--- src/verilog/cpuPkg.sv ---
package cpuPkg;

	localparam int wordSize = 16;
	localparam int regAddrBits = 2;

	localparam logic [3:0] opBne = 4'd0;
	localparam logic [3:0] opBeq = 4'd1;
	localparam logic [3:0] opAdi = 4'd4;
	localparam logic [3:0] opOri = 4'd5;
	localparam logic [3:0] opLhi = 4'd6;
	localparam logic [3:0] opAlu = 4'd15;

	localparam logic [5:0] fnAdd = 6'd0;
	localparam logic [5:0] fnSub = 6'd1;
	localparam logic [5:0] fnAnd = 6'd2;
	localparam logic [5:0] fnOrr = 6'd3;
	localparam logic [5:0] fnNot = 6'd4;
	localparam logic [5:0] fnTcp = 6'd5;
	localparam logic [5:0] fnShl = 6'd6;
	localparam logic [5:0] fnShr = 6'd7;
	localparam logic [5:0] fnWwd = 6'd28;
	localparam logic [5:0] fnHlt = 6'd29;

	// encoded in the same order as the R-type funcs 0 to 7
	typedef enum logic [2:0] {
		aluAdd,
		aluSub,
		aluAnd,
		aluOrr,
		aluNot,
		aluTcp,
		aluShl,
		aluShr
	} aluOpT;

	typedef enum logic [1:0] {
		immSign,
		immZero,
		immHigh
	} immKindT;

	typedef struct packed {
		logic regWrite;
		logic aluSrcImm; // operand b is the immediate, not rt
		immKindT immKind;
		aluOpT aluOp;
		logic destIsRd; // otherwise the result goes to rt
		logic isBranch;
		logic branchOnEq;
		logic isWwd;
		logic isHalt;
		logic [regAddrBits-1:0] rs;
		logic [regAddrBits-1:0] rt;
		logic [regAddrBits-1:0] rd;
		logic [7:0] imm;
		logic [wordSize-1:0] pc;
	} ctrlT;

endpackage

--- src/verilog/instrLink.sv ---
`timescale 1ns/1ps

interface instrLink;

	logic valid; // instr and pc are held while this is high
	logic [cpuPkg::wordSize-1:0] instr;
	logic [cpuPkg::wordSize-1:0] pc;
	logic take;
	logic [cpuPkg::wordSize-1:0] nextPc;
	logic pcLoad; // pulses once when an instruction retires

	modport fetch (
		output valid, instr, pc,
		input take, nextPc, pcLoad
	);

	modport decode (
		input valid, instr, pc,
		output take
	);

	modport exec (
		output nextPc, pcLoad
	);

endinterface

--- src/verilog/instrFetch.sv ---
`timescale 1ns/1ps

module instrFetch (
	input logic clk,
	input logic rstN,
	output logic instrReq,
	output logic [cpuPkg::wordSize-1:0] instrAddr,
	input logic instrAck,
	input logic [cpuPkg::wordSize-1:0] instrData,
	instrLink.fetch link
);

	typedef enum logic [1:0] {
		stReq,
		stAckLow,
		stPresent
	} fetchStateT;

	fetchStateT state;
	logic [cpuPkg::wordSize-1:0] pc;
	logic [cpuPkg::wordSize-1:0] instrReg;

	assign instrAddr = pc;
	assign link.pc = pc;
	assign link.instr = instrReg;

	always_ff @(posedge clk) begin
		if (!rstN) begin
			state <= stReq; // the first request goes out one cycle after reset
			instrReq <= 1'b0;
			pc <= '0;
			link.valid <= 1'b0;
		end else begin
			case (state)
				stReq: begin
					if (instrReq && instrAck) begin
						instrReg <= instrData;
						instrReq <= 1'b0;
						state <= stAckLow;
					end else begin
						instrReq <= 1'b1;
					end
				end
				stAckLow: begin
					if (!instrAck) begin
						link.valid <= 1'b1;
						state <= stPresent;
					end
				end
				stPresent: begin
					if (link.take)
						link.valid <= 1'b0;
					if (link.pcLoad) begin // next fetch waits for the retire
						pc <= link.nextPc;
						instrReq <= 1'b1;
						state <= stReq;
					end
				end
				default: state <= stReq;
			endcase
		end
	end

endmodule

--- src/verilog/controlUnit.sv ---
`timescale 1ns/1ps

module controlUnit (
	input logic clk,
	input logic rstN,
	instrLink.decode link,
	output cpuPkg::ctrlT ctrl,
	output logic ctrlValid
);

	logic [3:0] opcode;
	logic [5:0] func;
	cpuPkg::ctrlT dec;

	assign opcode = link.instr[15:12];
	assign func = link.instr[5:0];

	always_comb begin
		dec = '0; // unknown codes fall through to a bundle that does nothing
		dec.rs = link.instr[11:10];
		dec.rt = link.instr[9:8];
		dec.rd = link.instr[7:6];
		dec.imm = link.instr[7:0];
		dec.pc = link.pc;
		case (opcode)
			cpuPkg::opAlu: begin
				if (func <= cpuPkg::fnShr) begin
					dec.regWrite = 1'b1;
					dec.destIsRd = 1'b1;
					dec.aluOp = cpuPkg::aluOpT'(func[2:0]);
				end else if (func == cpuPkg::fnWwd) begin
					dec.isWwd = 1'b1;
				end else if (func == cpuPkg::fnHlt) begin
					dec.isHalt = 1'b1;
				end
			end
			cpuPkg::opAdi: begin
				dec.regWrite = 1'b1;
				dec.aluSrcImm = 1'b1;
				dec.immKind = cpuPkg::immSign;
				dec.aluOp = cpuPkg::aluAdd;
			end
			cpuPkg::opOri: begin
				dec.regWrite = 1'b1;
				dec.aluSrcImm = 1'b1;
				dec.immKind = cpuPkg::immZero;
				dec.aluOp = cpuPkg::aluOrr;
			end
			cpuPkg::opLhi: begin
				dec.regWrite = 1'b1;
				dec.aluSrcImm = 1'b1;
				dec.immKind = cpuPkg::immHigh; // execute zeroes operand a for this kind
				dec.aluOp = cpuPkg::aluOrr;
			end
			cpuPkg::opBne, cpuPkg::opBeq: begin
				dec.isBranch = 1'b1;
				dec.immKind = cpuPkg::immSign;
				dec.branchOnEq = (opcode == cpuPkg::opBeq);
			end
			default: ;
		endcase
	end

	always_ff @(posedge clk) begin
		if (!rstN) begin
			ctrl <= '0;
			ctrlValid <= 1'b0;
			link.take <= 1'b0;
		end else begin
			ctrlValid <= 1'b0;
			link.take <= 1'b0;
			if (link.valid && !link.take) begin // valid is still high in the take cycle
				ctrl <= dec;
				ctrlValid <= 1'b1;
				link.take <= 1'b1;
			end
		end
	end

endmodule

--- src/verilog/execUnit.sv ---
`timescale 1ns/1ps

module execUnit (
	input logic clk,
	input logic rstN,
	input cpuPkg::ctrlT ctrl,
	input logic ctrlValid,
	instrLink.exec link,
	output logic wwdStart,
	output logic [cpuPkg::wordSize-1:0] wwdValue,
	input logic wwdDone,
	output logic halted
);

	logic [cpuPkg::wordSize-1:0] regs [4];
	logic [cpuPkg::wordSize-1:0] rsVal;
	logic [cpuPkg::wordSize-1:0] rtVal;
	logic [cpuPkg::wordSize-1:0] immSext;
	logic [cpuPkg::wordSize-1:0] immOp;
	logic [cpuPkg::wordSize-1:0] opA;
	logic [cpuPkg::wordSize-1:0] opB;
	logic [cpuPkg::wordSize-1:0] aluResult;
	logic [cpuPkg::wordSize-1:0] pcPlus1;
	logic [cpuPkg::regAddrBits-1:0] destIdx;
	logic branchTaken;
	logic waitWwd;

	assign rsVal = regs[ctrl.rs];
	assign rtVal = regs[ctrl.rt];
	assign immSext = {{8{ctrl.imm[7]}}, ctrl.imm};
	assign destIdx = ctrl.destIsRd ? ctrl.rd : ctrl.rt;

	always_comb begin
		case (ctrl.immKind)
			cpuPkg::immZero: immOp = {8'h00, ctrl.imm};
			cpuPkg::immHigh: immOp = {ctrl.imm, 8'h00};
			default: immOp = immSext;
		endcase
	end

	// LHI is an OR of the shifted immediate into zero
	assign opA = (ctrl.aluSrcImm && ctrl.immKind == cpuPkg::immHigh) ? '0 : rsVal;
	assign opB = ctrl.aluSrcImm ? immOp : rtVal;

	always_comb begin
		case (ctrl.aluOp)
			cpuPkg::aluAdd: aluResult = opA + opB;
			cpuPkg::aluSub: aluResult = opA - opB;
			cpuPkg::aluAnd: aluResult = opA & opB;
			cpuPkg::aluOrr: aluResult = opA | opB;
			cpuPkg::aluNot: aluResult = ~opA;
			cpuPkg::aluTcp: aluResult = ~opA + 1'b1;
			cpuPkg::aluShl: aluResult = opA << 1;
			default: aluResult = opA >> 1; // logical shift
		endcase
	end

	assign pcPlus1 = ctrl.pc + 1'b1;
	assign branchTaken = ctrl.isBranch && ((rsVal == rtVal) == ctrl.branchOnEq);
	// ctrl is held from decode until the next fetch
	assign link.nextPc = branchTaken ? pcPlus1 + immSext : pcPlus1;
	assign wwdValue = rsVal;

	always_ff @(posedge clk) begin
		if (!rstN) begin
			for (int i = 0; i < 4; i++)
				regs[i] <= '0;
			halted <= 1'b0;
			waitWwd <= 1'b0;
			wwdStart <= 1'b0;
			link.pcLoad <= 1'b0;
		end else begin
			wwdStart <= 1'b0;
			link.pcLoad <= 1'b0;
			if (ctrlValid && !halted) begin
				if (ctrl.isHalt) begin
					halted <= 1'b1; // no pcLoad, so fetch stops here
				end else if (ctrl.isWwd) begin
					wwdStart <= 1'b1;
					waitWwd <= 1'b1;
				end else begin
					if (ctrl.regWrite)
						regs[destIdx] <= aluResult;
					link.pcLoad <= 1'b1;
				end
			end else if (waitWwd && wwdDone) begin
				waitWwd <= 1'b0;
				link.pcLoad <= 1'b1;
			end
		end
	end

endmodule

--- src/verilog/wwdPort.sv ---
`timescale 1ns/1ps

module wwdPort (
	input logic clk,
	input logic rstN,
	input logic start,
	input logic [cpuPkg::wordSize-1:0] value,
	output logic outReq,
	output logic [cpuPkg::wordSize-1:0] outData,
	input logic outAck,
	output logic done
);

	typedef enum logic [1:0] {
		stIdle,
		stReq,
		stAckLow
	} sendStateT;

	sendStateT state;

	assign outReq = (state == stReq);

	always_ff @(posedge clk) begin
		if (!rstN) begin
			state <= stIdle;
			done <= 1'b0;
		end else begin
			done <= 1'b0;
			case (state)
				stIdle: begin
					if (start) begin
						outData <= value; // held until the ack comes back
						state <= stReq;
					end
				end
				stReq: if (outAck) state <= stAckLow;
				stAckLow: begin
					if (!outAck) begin
						done <= 1'b1;
						state <= stIdle;
					end
				end
				default: state <= stIdle;
			endcase
		end
	end

endmodule

--- src/verilog/cpuTop.sv ---
`timescale 1ns/1ps

module cpuTop (
	input logic clk,
	input logic rstN,
	output logic instrReq,
	output logic [cpuPkg::wordSize-1:0] instrAddr,
	input logic instrAck,
	input logic [cpuPkg::wordSize-1:0] instrData,
	output logic outReq,
	output logic [cpuPkg::wordSize-1:0] outData,
	input logic outAck,
	output logic halted
);

	cpuPkg::ctrlT ctrl;
	logic ctrlValid;
	logic wwdStart;
	logic [cpuPkg::wordSize-1:0] wwdValue;
	logic wwdDone;

	instrLink link ();

	instrFetch i_instrFetch (
		.clk(clk),
		.rstN(rstN),
		.instrReq(instrReq),
		.instrAddr(instrAddr),
		.instrAck(instrAck),
		.instrData(instrData),
		.link(link.fetch)
	);

	controlUnit i_controlUnit (
		.clk(clk),
		.rstN(rstN),
		.link(link.decode),
		.ctrl(ctrl),
		.ctrlValid(ctrlValid)
	);

	execUnit i_execUnit (
		.clk(clk),
		.rstN(rstN),
		.ctrl(ctrl),
		.ctrlValid(ctrlValid),
		.link(link.exec),
		.wwdStart(wwdStart),
		.wwdValue(wwdValue),
		.wwdDone(wwdDone),
		.halted(halted)
	);

	wwdPort i_wwdPort (
		.clk(clk),
		.rstN(rstN),
		.start(wwdStart),
		.value(wwdValue),
		.outReq(outReq),
		.outData(outData),
		.outAck(outAck),
		.done(wwdDone)
	);

endmodule

--- config.mk ---
export PLATFORM = sky130hd
export DESIGN_NAME = cpuTop
export DESIGN_NICKNAME = d
export VERILOG_FILES = /design/src/verilog/cpuPkg.sv /design/src/verilog/instrLink.sv /design/src/verilog/instrFetch.sv /design/src/verilog/controlUnit.sv /design/src/verilog/execUnit.sv /design/src/verilog/wwdPort.sv /design/src/verilog/cpuTop.sv
export SDC_FILE = /design/constraint.sdc
export NUM_CORES = 1
export LEC_CHECK = 0
export BUFFER_PORTS_ARGS = -buffer_cell sky130_fd_sc_hd__clkbuf_2
export CAP_MARGIN = 20
export CORE_MARGIN = 2
export CORE_UTILIZATION = 25
export CTS_CLUSTER_SIZE = 10
export DETAILED_ROUTE_END_ITERATION = 10
export PLACE_DENSITY = 0.36
export SYNTH_ARGS = -nofsm -noshare
export SYNTH_HDL_FRONTEND = slang
export SYNTH_HIERARCHICAL = 1
export SYNTH_SLANG_ARGS = --single-unit
--- constraint.sdc ---
create_clock -name clk -period 5.7 [get_ports clk]
set_clock_uncertainty 0.05 [all_clocks]
set_input_delay 0.57 -clock clk [delete_from_list [all_inputs] [get_ports clk]]
set_output_delay 0.57 -clock clk [all_outputs]
set_load 0.02 [all_outputs]
======== Yosys cells after proc, flatten, opt, wreduce, memory -nomap -nowiden ========
Memories as Yosys holds them, arrays and structs flattened. A register that Yosys moved wholly into a read port is not among the register bits.
Index checks and enable logic that the tools add are counted.
word-level totals
  memories ................................ 1
  word-level logic and storage cells ...... 157
  flip-flop bits (word level) ............. 102
  output and inout port bits .............. 35
  bits in writable memories ............... 64
  bits of input ports ..................... 20
memories
  memory           depth  bits a word  rd ports  clocked after memory_dff  wr ports  RTL line        text
  i_execUnit.regs  4      16           2         2                         4         execUnit.sv:15  logic [cpuPkg::wordSize-1:0] regs [4];
operators by class
  mux-type cells .......................... 58
  magnitude comparators ................... 1
  bitwise logic cells ..................... 5
  reduce and logical (&&, ||, !) cells .... 30
  equality and inequality tests ........... 30
  add/sub/neg operators ................... 5
operator list
  kind                                                    number
  one-hot mux 16 bit (7 select lines)                     1
  two-way mux 16 bit                                      4
  adder 16 x 1 -> 16 bit (second input constant)          2
  adder 16 bit                                            2
  one-hot mux 16 bit (2 select lines)                     1
  two-way mux 2 bit                                       15
  two-way mux 1 bit                                       29
  AND reduction 3 bit                                     6
  AND 16 bit                                              1
  equality test 16 bit                                    1
  NOT 16 bit                                              1
  bitwise OR 16 bit                                       1
  OR reduction 16 bit                                     1
  subtractor 16 bit                                       1
  equality test 4 x 3 -> 1 bit (second input constant)    3
  equality test 6 x 5 -> 1 bit (second input constant)    2
  one-hot mux 2 bit (3 select lines)                      2
  inequality test 2 bit (second input constant)           5
  equality test 3 bit (second input constant)             3
  inequality test 2 x 1 -> 1 bit (second input constant)  4
  AND reduction 2 bit                                     4
  equality test 2 x 1 -> 1 bit (second input constant)    3
  equality test 2 bit (second input constant)             3
  equality test 3 x 2 -> 1 bit (second input constant)    2
  other kinds (18)                                        32

======== Logic depth before layout (Yosys ltp) ========
Gate-level depths: netlist of run 1.
  depth after elaboration ................. 8
  depth in mapped cells ................... 20
  depth with buffers taken out ............ 19

======== By module ========
Netlist of run 1, hierarchy kept.
by module, submodules not included
  module       times used  cells each  sequential area each (sq um)  area an instance (sq um)
  execUnit     1           807         2001.9                        7308.3
  controlUnit  1           186         820.8                         1534.0
  instrFetch   1           126         880.8                         1485.2
  wwdPort      1           28          540.5                         606.8

======== Worst setup path after synthesis of run 1 ========
OpenSTA, ideal clock, no wires.
  path type ............................... flip-flop to flip-flop
  from .................................... register i_controlUnit/ctrl[38] (netlist name)
  to ...................................... memory i_execUnit/regs[0][15] (netlist bit) (data pin)
  arrival time ............................ 3946 ps
  buffers on the path ..................... 1
  stages on the path, launching flop included .. 20
  period minus slack after synthesis ...... 4147 ps
  library setup time ...................... 151 ps
  required time ........................... 5499 ps
  slack ................................... 1553 ps
  path through ............................ dfxtp_1 > inv_1 > ha_1 > o21a_1 > clkbuf_1 > a22oi_1 > ha_1 > nand4_1 > nor2_1 > nor2_1 > xor2_1 > ha_1 > a21o_1 > a21o_1 > a22o_1 > o21bai_1 > a21oi_1 > or4_1 > mux2_4 > a21oi_1
RTL lines
  element           RTL line
  end: declaration  execUnit.sv:15

==> results of run 1 <==
## worst max-delay path by stage
| stage | endpoint | depth (start not counted) |
|---|---|---|
| after detailed placement | i_execUnit/regs[2][15]$_SDFFCE_PN0P_ | 16 |
| final | i_execUnit/regs[2][15]$_SDFFCE_PN0P_ | 16 |
| after CTS | i_execUnit/regs[2][15]$_SDFFCE_PN0P_ | 16 |
| after global placement | i_execUnit/regs[2][15]$_SDFFCE_PN0P_ | 15 |
| after global routing | i_execUnit/regs[1][14]$_SDFFCE_PN0P_ | 17 |
| after floorplan | i_execUnit/regs[0][15]$_SDFFCE_PN0P_ | 19 |
## flip-flops by register name (all words and copies together) (netlist names), 2 cells and up
name / flops
i_controlUnit/ctrl: 40
i_execUnit/regs: 64
i_instrFetch/instrAddr: 16
i_instrFetch/link.instr: 16
i_instrFetch/state: 2
i_wwdPort/outData: 16
i_wwdPort/state: 2
## cells in the final DEF (no fill, tap or decap), types with 15 or more instances in the layout
cell type / n
mux4_2: 30
clkbuf_16: 18
clkbuf_2: 54
nand2_1: 155
nor3_1: 15
xor2_1: 21
nand3_1: 41
o21ai_2: 17
nor2_1: 90
o21ai_0: 44
a21oi_1: 97
dfxtp_1: 68
inv_1: 51
ha_1: 37
edfxtp_1: 96
xnor2_1: 50
buf_4: 24
## routing by layer
metal / GRT usage [%] / wire (um) / vias up
met3: 2.91 / 1690 / 42
met5: 0 / 0 / -
met1: 23.2 / 17600 / 4267
met4: 5.10 / 683 / 0
li1: - / - / 4195
met2: 23.8 / 15400 / 216
## kinds of logic after synthesis
kind of cell | count (synthesis) | synth area share [%]
AND/OR/NAND/NOR | 391 | 16.9
AO/OA/AOI/OAI | 289 | 17.7
flip-flops | 164 | 38.8
buffers and inverters | 133 | 6.93
XOR/XNOR | 71 | 5.69
adder cells (fa/ha/maj) | 52 | 5.79
multiplexers | 47 | 8.16
## Yosys cell counts (10+ instances only)
cell type / count / area, um^2
o21ai_0: 45 / 225
mux4_2: 30 / 676
maj3_1: 13 / 130
buf_4: 26 / 195
a31oi_1: 14 / 87.6
xnor2_1: 50 / 438
dfxtp_1: 68 / 1360
o21ai_2: 17 / 149
o21a_1: 11 / 82.6
nor2_1: 91 / 342
nor2b_1: 14 / 87.6
ha_1: 37 / 463
clkbuf_1: 27 / 101
nand3_1: 41 / 205
nand2_1: 155 / 582
inv_1: 51 / 191
a21oi_1: 97 / 485
nor3_1: 15 / 75.1
a22oi_1: 10 / 75.1
edfxtp_1: 96 / 2880
buf_2: 12 / 60.1
nand4_1: 12 / 75.1
xor2_1: 21 / 184
a21o_1: 10 / 75.1
## where the power goes
part	leakage, nW	total [mW]	switching, mW	internal (mW)
combinational	2.63	0.347	0.213	0.134
clock	0.288	1.12	0.527	0.596
sequential	1.50	1.30	0.0203	1.27
## area by class of cell
| class | instances | area, um^2 | share of cell area, % |
|---|---|---|---|
| clock inverters | 14 | 114 | 0.939 |
| clock buffers | 18 | 450 | 3.71 |
| multi-input cells | 850 | 5940 | 49.0 |
| well taps | 585 | 732 | 6.03 |
| flip-flops and latches | 164 | 4240 | 35.0 |
| inverters | 52 | 195 | 1.61 |
| repair buffers | 78 | 450 | 3.71 |
## worst max-delay path, delay by kind of cell (launching register included)
family	cells	cell delay [ns]
AND/OR/NAND/NOR	4	0.99
buffers and inverters	1	0.27
XOR/XNOR	1	0.17
AO/OA/AOI/OAI	7	1.50
flip-flops	1	0.45
multiplexers	2	0.92
adder cells (fa/ha/maj)	1	0.36
==> flow_metrics.py, run 1 <==
metrics = {
    "detailed_routing": {
        "routedWlPerCell_um": 20.1,
        "wl_mm": 35.3,
        "drt_iter0_drc": 627,
        "drc": 0,
        "vias_per_cell": 4.95,
        "firstDrtPassIters": 5,
        "ant_nets": 0,
        "via_count": 8720,
    },
    "layout": {
        "fill_cells": 4574,
        "stdcell_area_mm2": 0.0121,
        "n_antenna_cell": 0,
        "fin_nets": 1222,
        "final_core_util_pct": 28.2,
        "area_growth_pct": 10.9,
        "layout.cells.non_filler": 1761,
        "layout-drive-gt1-share_pct": 17.3,
    },
    "sta": {
        "holdWs_ns": 0.233,
        "drv_slew": 0,
        "timing.final.ws_setup_ns": 0.803,
        "tns_ns": 0,
        "worst_pin_slew_ns": 0.988,
        "fmax_ghz": 0.204,
        "final_hold_viol_count": 0,
        "layout_min_cycle_time_ns": 4.90,
        "finalSetupViolations": 0,
        "slew_headroom_pct": 33.7,
        "min_period_over_period_pct": 85.9,
        "rsz0062_at_grt": "false",
    },
    "worst_setup_path": {
        "endpoint_kind": "flip-flop",
        "r2r-end": "i_execUnit/regs[2][15]$_SDFFCE_PN0P_",
        "cp_slowest_cell": "mux4_2",
        "reg2regPathDepth": 16,
        "path_max_fanout": 10,
        "crit_arrival_ns": 5.13,
        "cp-start-kind": "flip-flop",
        "startpoint": "i_controlUnit/ctrl[26]$_SDFFE_PN0P_",
        "cp_slowest_stage_delay_ns": 0.60,
        "worstSetupPathType": "reg -> reg",
        "rrSetupSlack_ns": 0.80,
        "path_cells": "buf_4 > mux4_2 > a22oi_1 > nand4_1 > nor2_1 > nor2_1 > xor2_1 > ha_1 > a21o_1 > a21o_1 > a22o_1 > o21bai_1 > a21oi_1 > or4_1 > mux2_4 > a21oi_1",
        "crit_required_ns": 5.93,
        "r2r-start": "i_controlUnit/ctrl[26]$_SDFFE_PN0P_",
    },
    "worst_hold_path": {
        "holdPathEnd": "i_instrFetch/link.instr[0]$_DFFE_PP_",
        "hold_path.class": "in -> reg",
        "min_from": "instrData[0]",
        "min_delay_path_depth": 1,
    },
    "floorplan": {
        "io_pins": 55,
        "rows": 76,
        "die_h_um": 213,
        "die_w_um": 213,
        "die-area_mm2": 0.0454,
        "core_area_mm2": 0.0431,
        "initial_core_util_pct": 25.4,
    },
    "yosys": {
        "yosysWarningCount": 6,
        "synth_area_mm2": 0.0109,
        "async_flop_share_pct": 0,
        "ys.flop_type": "edfxtp_1",
        "yosysUniqueCellTypes": 92,
        "syn_avg_cell_area_um2": 9.53,
        "synth_seq_cells": 164,
        "synth-seq-area-share_pct": 38.8,
        "syn_inst": 1147,
        "synth-edff-count": 96,
        "synth_nets": 1206,
    },
    "clock_tree": {
        "h-tree-depth": 4,
        "cts.hold.buffers_added": 0,
        "clk-insertion-delay-late_ns": 0.46,
        "cts.sinks": 164,
        "clk_path_buf_depth": 2,
        "post_cts_resized": 0,
        "cts_inserted_buffers": 17,
        "post_cts_buffers": 0,
        "clk_pin_slew_ns": 0.07,
        "tritoncts": "yes",
        "root_buffer": "clkbuf_16",
    },
    "grt": {
        "grt_usage_pct": 16.0,
        "grt_overflow": 0,
        "grt_max_degree": 50,
        "grt_pass1_vias": 8351,
        "grt_pass1_wl_mm": 53.6,
        "antenna_found_initial": 0,
    },
    "pwr": {
        "p_leak_nw": 4.41,
        "powerDensity_mw_per_mm2": 228,
        "ir_drop_uv": 211,
        "power_mw": 2.77,
    },
    "placed_design": {
        "placed_area_mm2": 0.0116,
        "dp_cells": 1729,
        "hpwlAfterDp_mm": 26.6,
        "place_ws_ns": 0.877,
        "gp_congestion": 0.833,
        "numPortBuffers": 54,
    },
    "job": {
        "maxCapViolations": 0,
    },
    "run_status": {
        "status": "completed",
    },
}
No activity file was read; power rests on OpenSTA's default activity.
==> run 2: changes to the inputs <==
Settings changed: BUFFER_PORTS_ARGS -buffer_cell sky130_fd_sc_hd__clkbuf_2 to -buffer_cell sky130_fd_sc_hd__buf_2, SETUP_SLACK_MARGIN set to 0.15.
==> flow_metrics.py, run 2 (synthesis gave the netlist of run 1 again) <==
metrics = {
    "grt": {
        "grt_usage_pct": 15.6,
        "grt_pass1_wl_mm": 52.8,
        "grt_pass1_vias": 8492,
        "grt_overflow": 0,
        "antenna_found_initial": 0,
        "grt_max_degree": 56,
    },
    "job": {
        "maxCapViolations": 0,
    },
    "detailed_routing": {
        "drc": 0,
        "vias_per_cell": 4.92,
        "routedWlPerCell_um": 19.6,
        "drt_iter0_drc": 598,
        "via_count": 8663,
        "wl_mm": 34.6,
        "ant_nets": 0,
        "firstDrtPassIters": 7,
    },
    "sta": {
        "layout_min_cycle_time_ns": 4.85,
        "drv_slew": 0,
        "finalSetupViolations": 0,
        "min_period_over_period_pct": 85.1,
        "worst_pin_slew_ns": 0.954,
        "tns_ns": 0,
        "final_hold_viol_count": 0,
        "rsz0062_at_grt": "false",
        "slew_headroom_pct": 36.4,
        "timing.final.ws_setup_ns": 0.851,
        "fmax_ghz": 0.206,
    },
    "clock_tree": {
        "root_buffer": "clkbuf_16",
        "post_cts_buffers": 0,
        "cts.hold.buffers_added": 0,
        "clk_pin_slew_ns": 0.06,
        "clk-insertion-delay-late_ns": 0.44,
        "cts.sinks": 164,
        "post_cts_resized": 0,
        "tritoncts": "yes",
        "h-tree-depth": 4,
        "cts_inserted_buffers": 17,
        "clk_path_buf_depth": 2,
    },
    "layout": {
        "fill_cells": 4595,
        "n_antenna_cell": 0,
        "final_core_util_pct": 28.1,
        "largestRegisters": "i_execUnit/regs: 64 flops, i_controlUnit/ctrl: 40 flops",
        "top_register": "i_execUnit/regs",
        "largest_reg_flops": 64,
        "layout-drive-gt1-share_pct": 16.9,
        "fin_nets": 1221,
        "mostFrequentLayoutCells": "nand2_1, a21oi_1, edfxtp_1",
        "stdcell_area_mm2": 0.0121,
        "final_common_cell": "nand2_1",
        "area_growth_pct": 10.6,
    },
    "placed_design": {
        "place_ws_ns": 0.876,
        "placed_area_mm2": 0.0116,
        "numPortBuffers": 54,
        "hpwlAfterDp_mm": 26.0,
        "gp_congestion": 0.828,
    },
    "worst_setup_path": {
        "r2r-end": "i_execUnit/regs[2][14]$_SDFFCE_PN0P_",
        "cp_slowest_stage_delay_ns": 0.59,
        "rrSetupSlack_ns": 0.85,
        "cp_slowest_cell": "mux4_2",
        "worstSetupPathType": "reg -> reg",
        "reg2regPathDepth": 17,
        "path_max_fanout": 10,
        "crit_arrival_ns": 4.97,
        "r2r-start": "i_controlUnit/ctrl[26]$_SDFFE_PN0P_",
        "path_cells": "buf_4 > mux4_2 > a22oi_1 > nand4_1 > nor2_1 > nand4_1 > nand2_1 > xnor2_1 > ha_1 > o21ai_0 > a21oi_1 > nand2_1 > o21ai_0 > a41o_1 > mux2i_1 > a211oi_2 > nor2_1",
        "startpoint": "i_controlUnit/ctrl[26]$_SDFFE_PN0P_",
        "endpoint_kind": "flip-flop",
        "cp-start-kind": "flip-flop",
        "crit_required_ns": 5.82,
    },
    "pwr": {
        "p_switching_mw": 0.712,
        "powerDensity_mw_per_mm2": 225,
        "p_seq_share_pct": 47.6,
        "p_leak_nw": 4.40,
        "p_clk_share_pct": 39.6,
        "intPower_mw": 2.01,
        "combPwrFrac_pct": 12.8,
        "p_sw_share_pct": 26.2,
        "ir_drop_uv": 215,
    },
    "worst_hold_path": {
        "min_from": "instrData[10]",
        "hold_path.class": "in -> reg",
        "holdPathEnd": "i_instrFetch/link.instr[10]$_DFFE_PP_",
        "min_delay_path_depth": 1,
    },
    "floorplan": {
        "die_w_um": 213,
        "rows": 76,
        "io_pins": 55,
        "initial_core_util_pct": 25.4,
        "die_h_um": 213,
        "die-area_mm2": 0.0454,
        "core_area_mm2": 0.0431,
    },
    "run_status": {
        "status": "completed",
    },
}
==> run 2: worst max path at each step <==
stage	endpoint	slack, ns	depth (start not counted)
2_1_floorplan	i_execUnit/regs[0][15]$_SDFFCE_PN0P_	1.55	19
3_3_place_gp	i_execUnit/regs[2][15]$_SDFFCE_PN0P_	0.93	15
3_5_place_dp	i_execUnit/regs[2][15]$_SDFFCE_PN0P_	0.88	16
4_1_cts	i_execUnit/regs[2][15]$_SDFFCE_PN0P_	0.85	16
5_1_grt	i_execUnit/regs[2][14]$_SDFFCE_PN0P_	0.47	17
6_report	i_execUnit/regs[2][14]$_SDFFCE_PN0P_	0.85	17
==> run 2: power by group through the flow <==
stage	clock (mW)	sequential, mW	combinational, mW
after global placement	0	1.32	0.351
after detailed placement	0	1.32	0.345
after floorplan	0	1.31	0.254
after global routing	1.16	1.30	0.384
after CTS	1.12	1.29	0.348
final	1.08	1.29	0.347
==> run 2: critical path: cells and delay by family, from the launching register on <==
family | cells | cell delay [ns]
adders and majority gates | 1 | 0.34
xor gates and xnor gates | 1 | 0.07
buffers and inverters | 1 | 0.26
and+or+nand+nor | 6 | 1.01
muxes | 2 | 0.69
AOI/OAI and AO/OA | 6 | 1.71
DFF | 1 | 0.43
==> run 2: metal layers <==
| metal | part of all wire (%) | wire [um] | global-route usage (%) |
|---|---|---|---|
| met1 | 50 | 17300 | 22.5 |
| met2 | 44 | 15300 | 24.1 |
| met3 | 3.3 | 1140 | 1.99 |
| met4 | 2.2 | 764 | 5.39 |
| met5 | 0 | 0 | 0 |
==> run 2: metrics by stage <==
stage | hold slack, ns | instances | power, mW
after floorplan | 0.385 | 1147 | 1.57
after detailed placement | 0.403 | 1728 | 1.66
after CTS | 0.220 | 1760 | 2.76
final | 0.249 | 1760 | 2.72
after global placement | 0.405 | 1728 | 1.67
after global routing | 0.217 | 1760 | 2.84
==> run 2: layout make-up <==
cell class / instances / area (um^2) / area share [%]
timing repair buffer: 77 / 443 / 3.66
sequential: 164 / 4240 / 35.1
clock buffer: 25 / 488 / 4.04
multi-input combinational: 850 / 5940 / 49.1
inverter: 52 / 195 / 1.61
clock inverter: 7 / 47.5 / 0.393
tap: 585 / 732 / 6.05
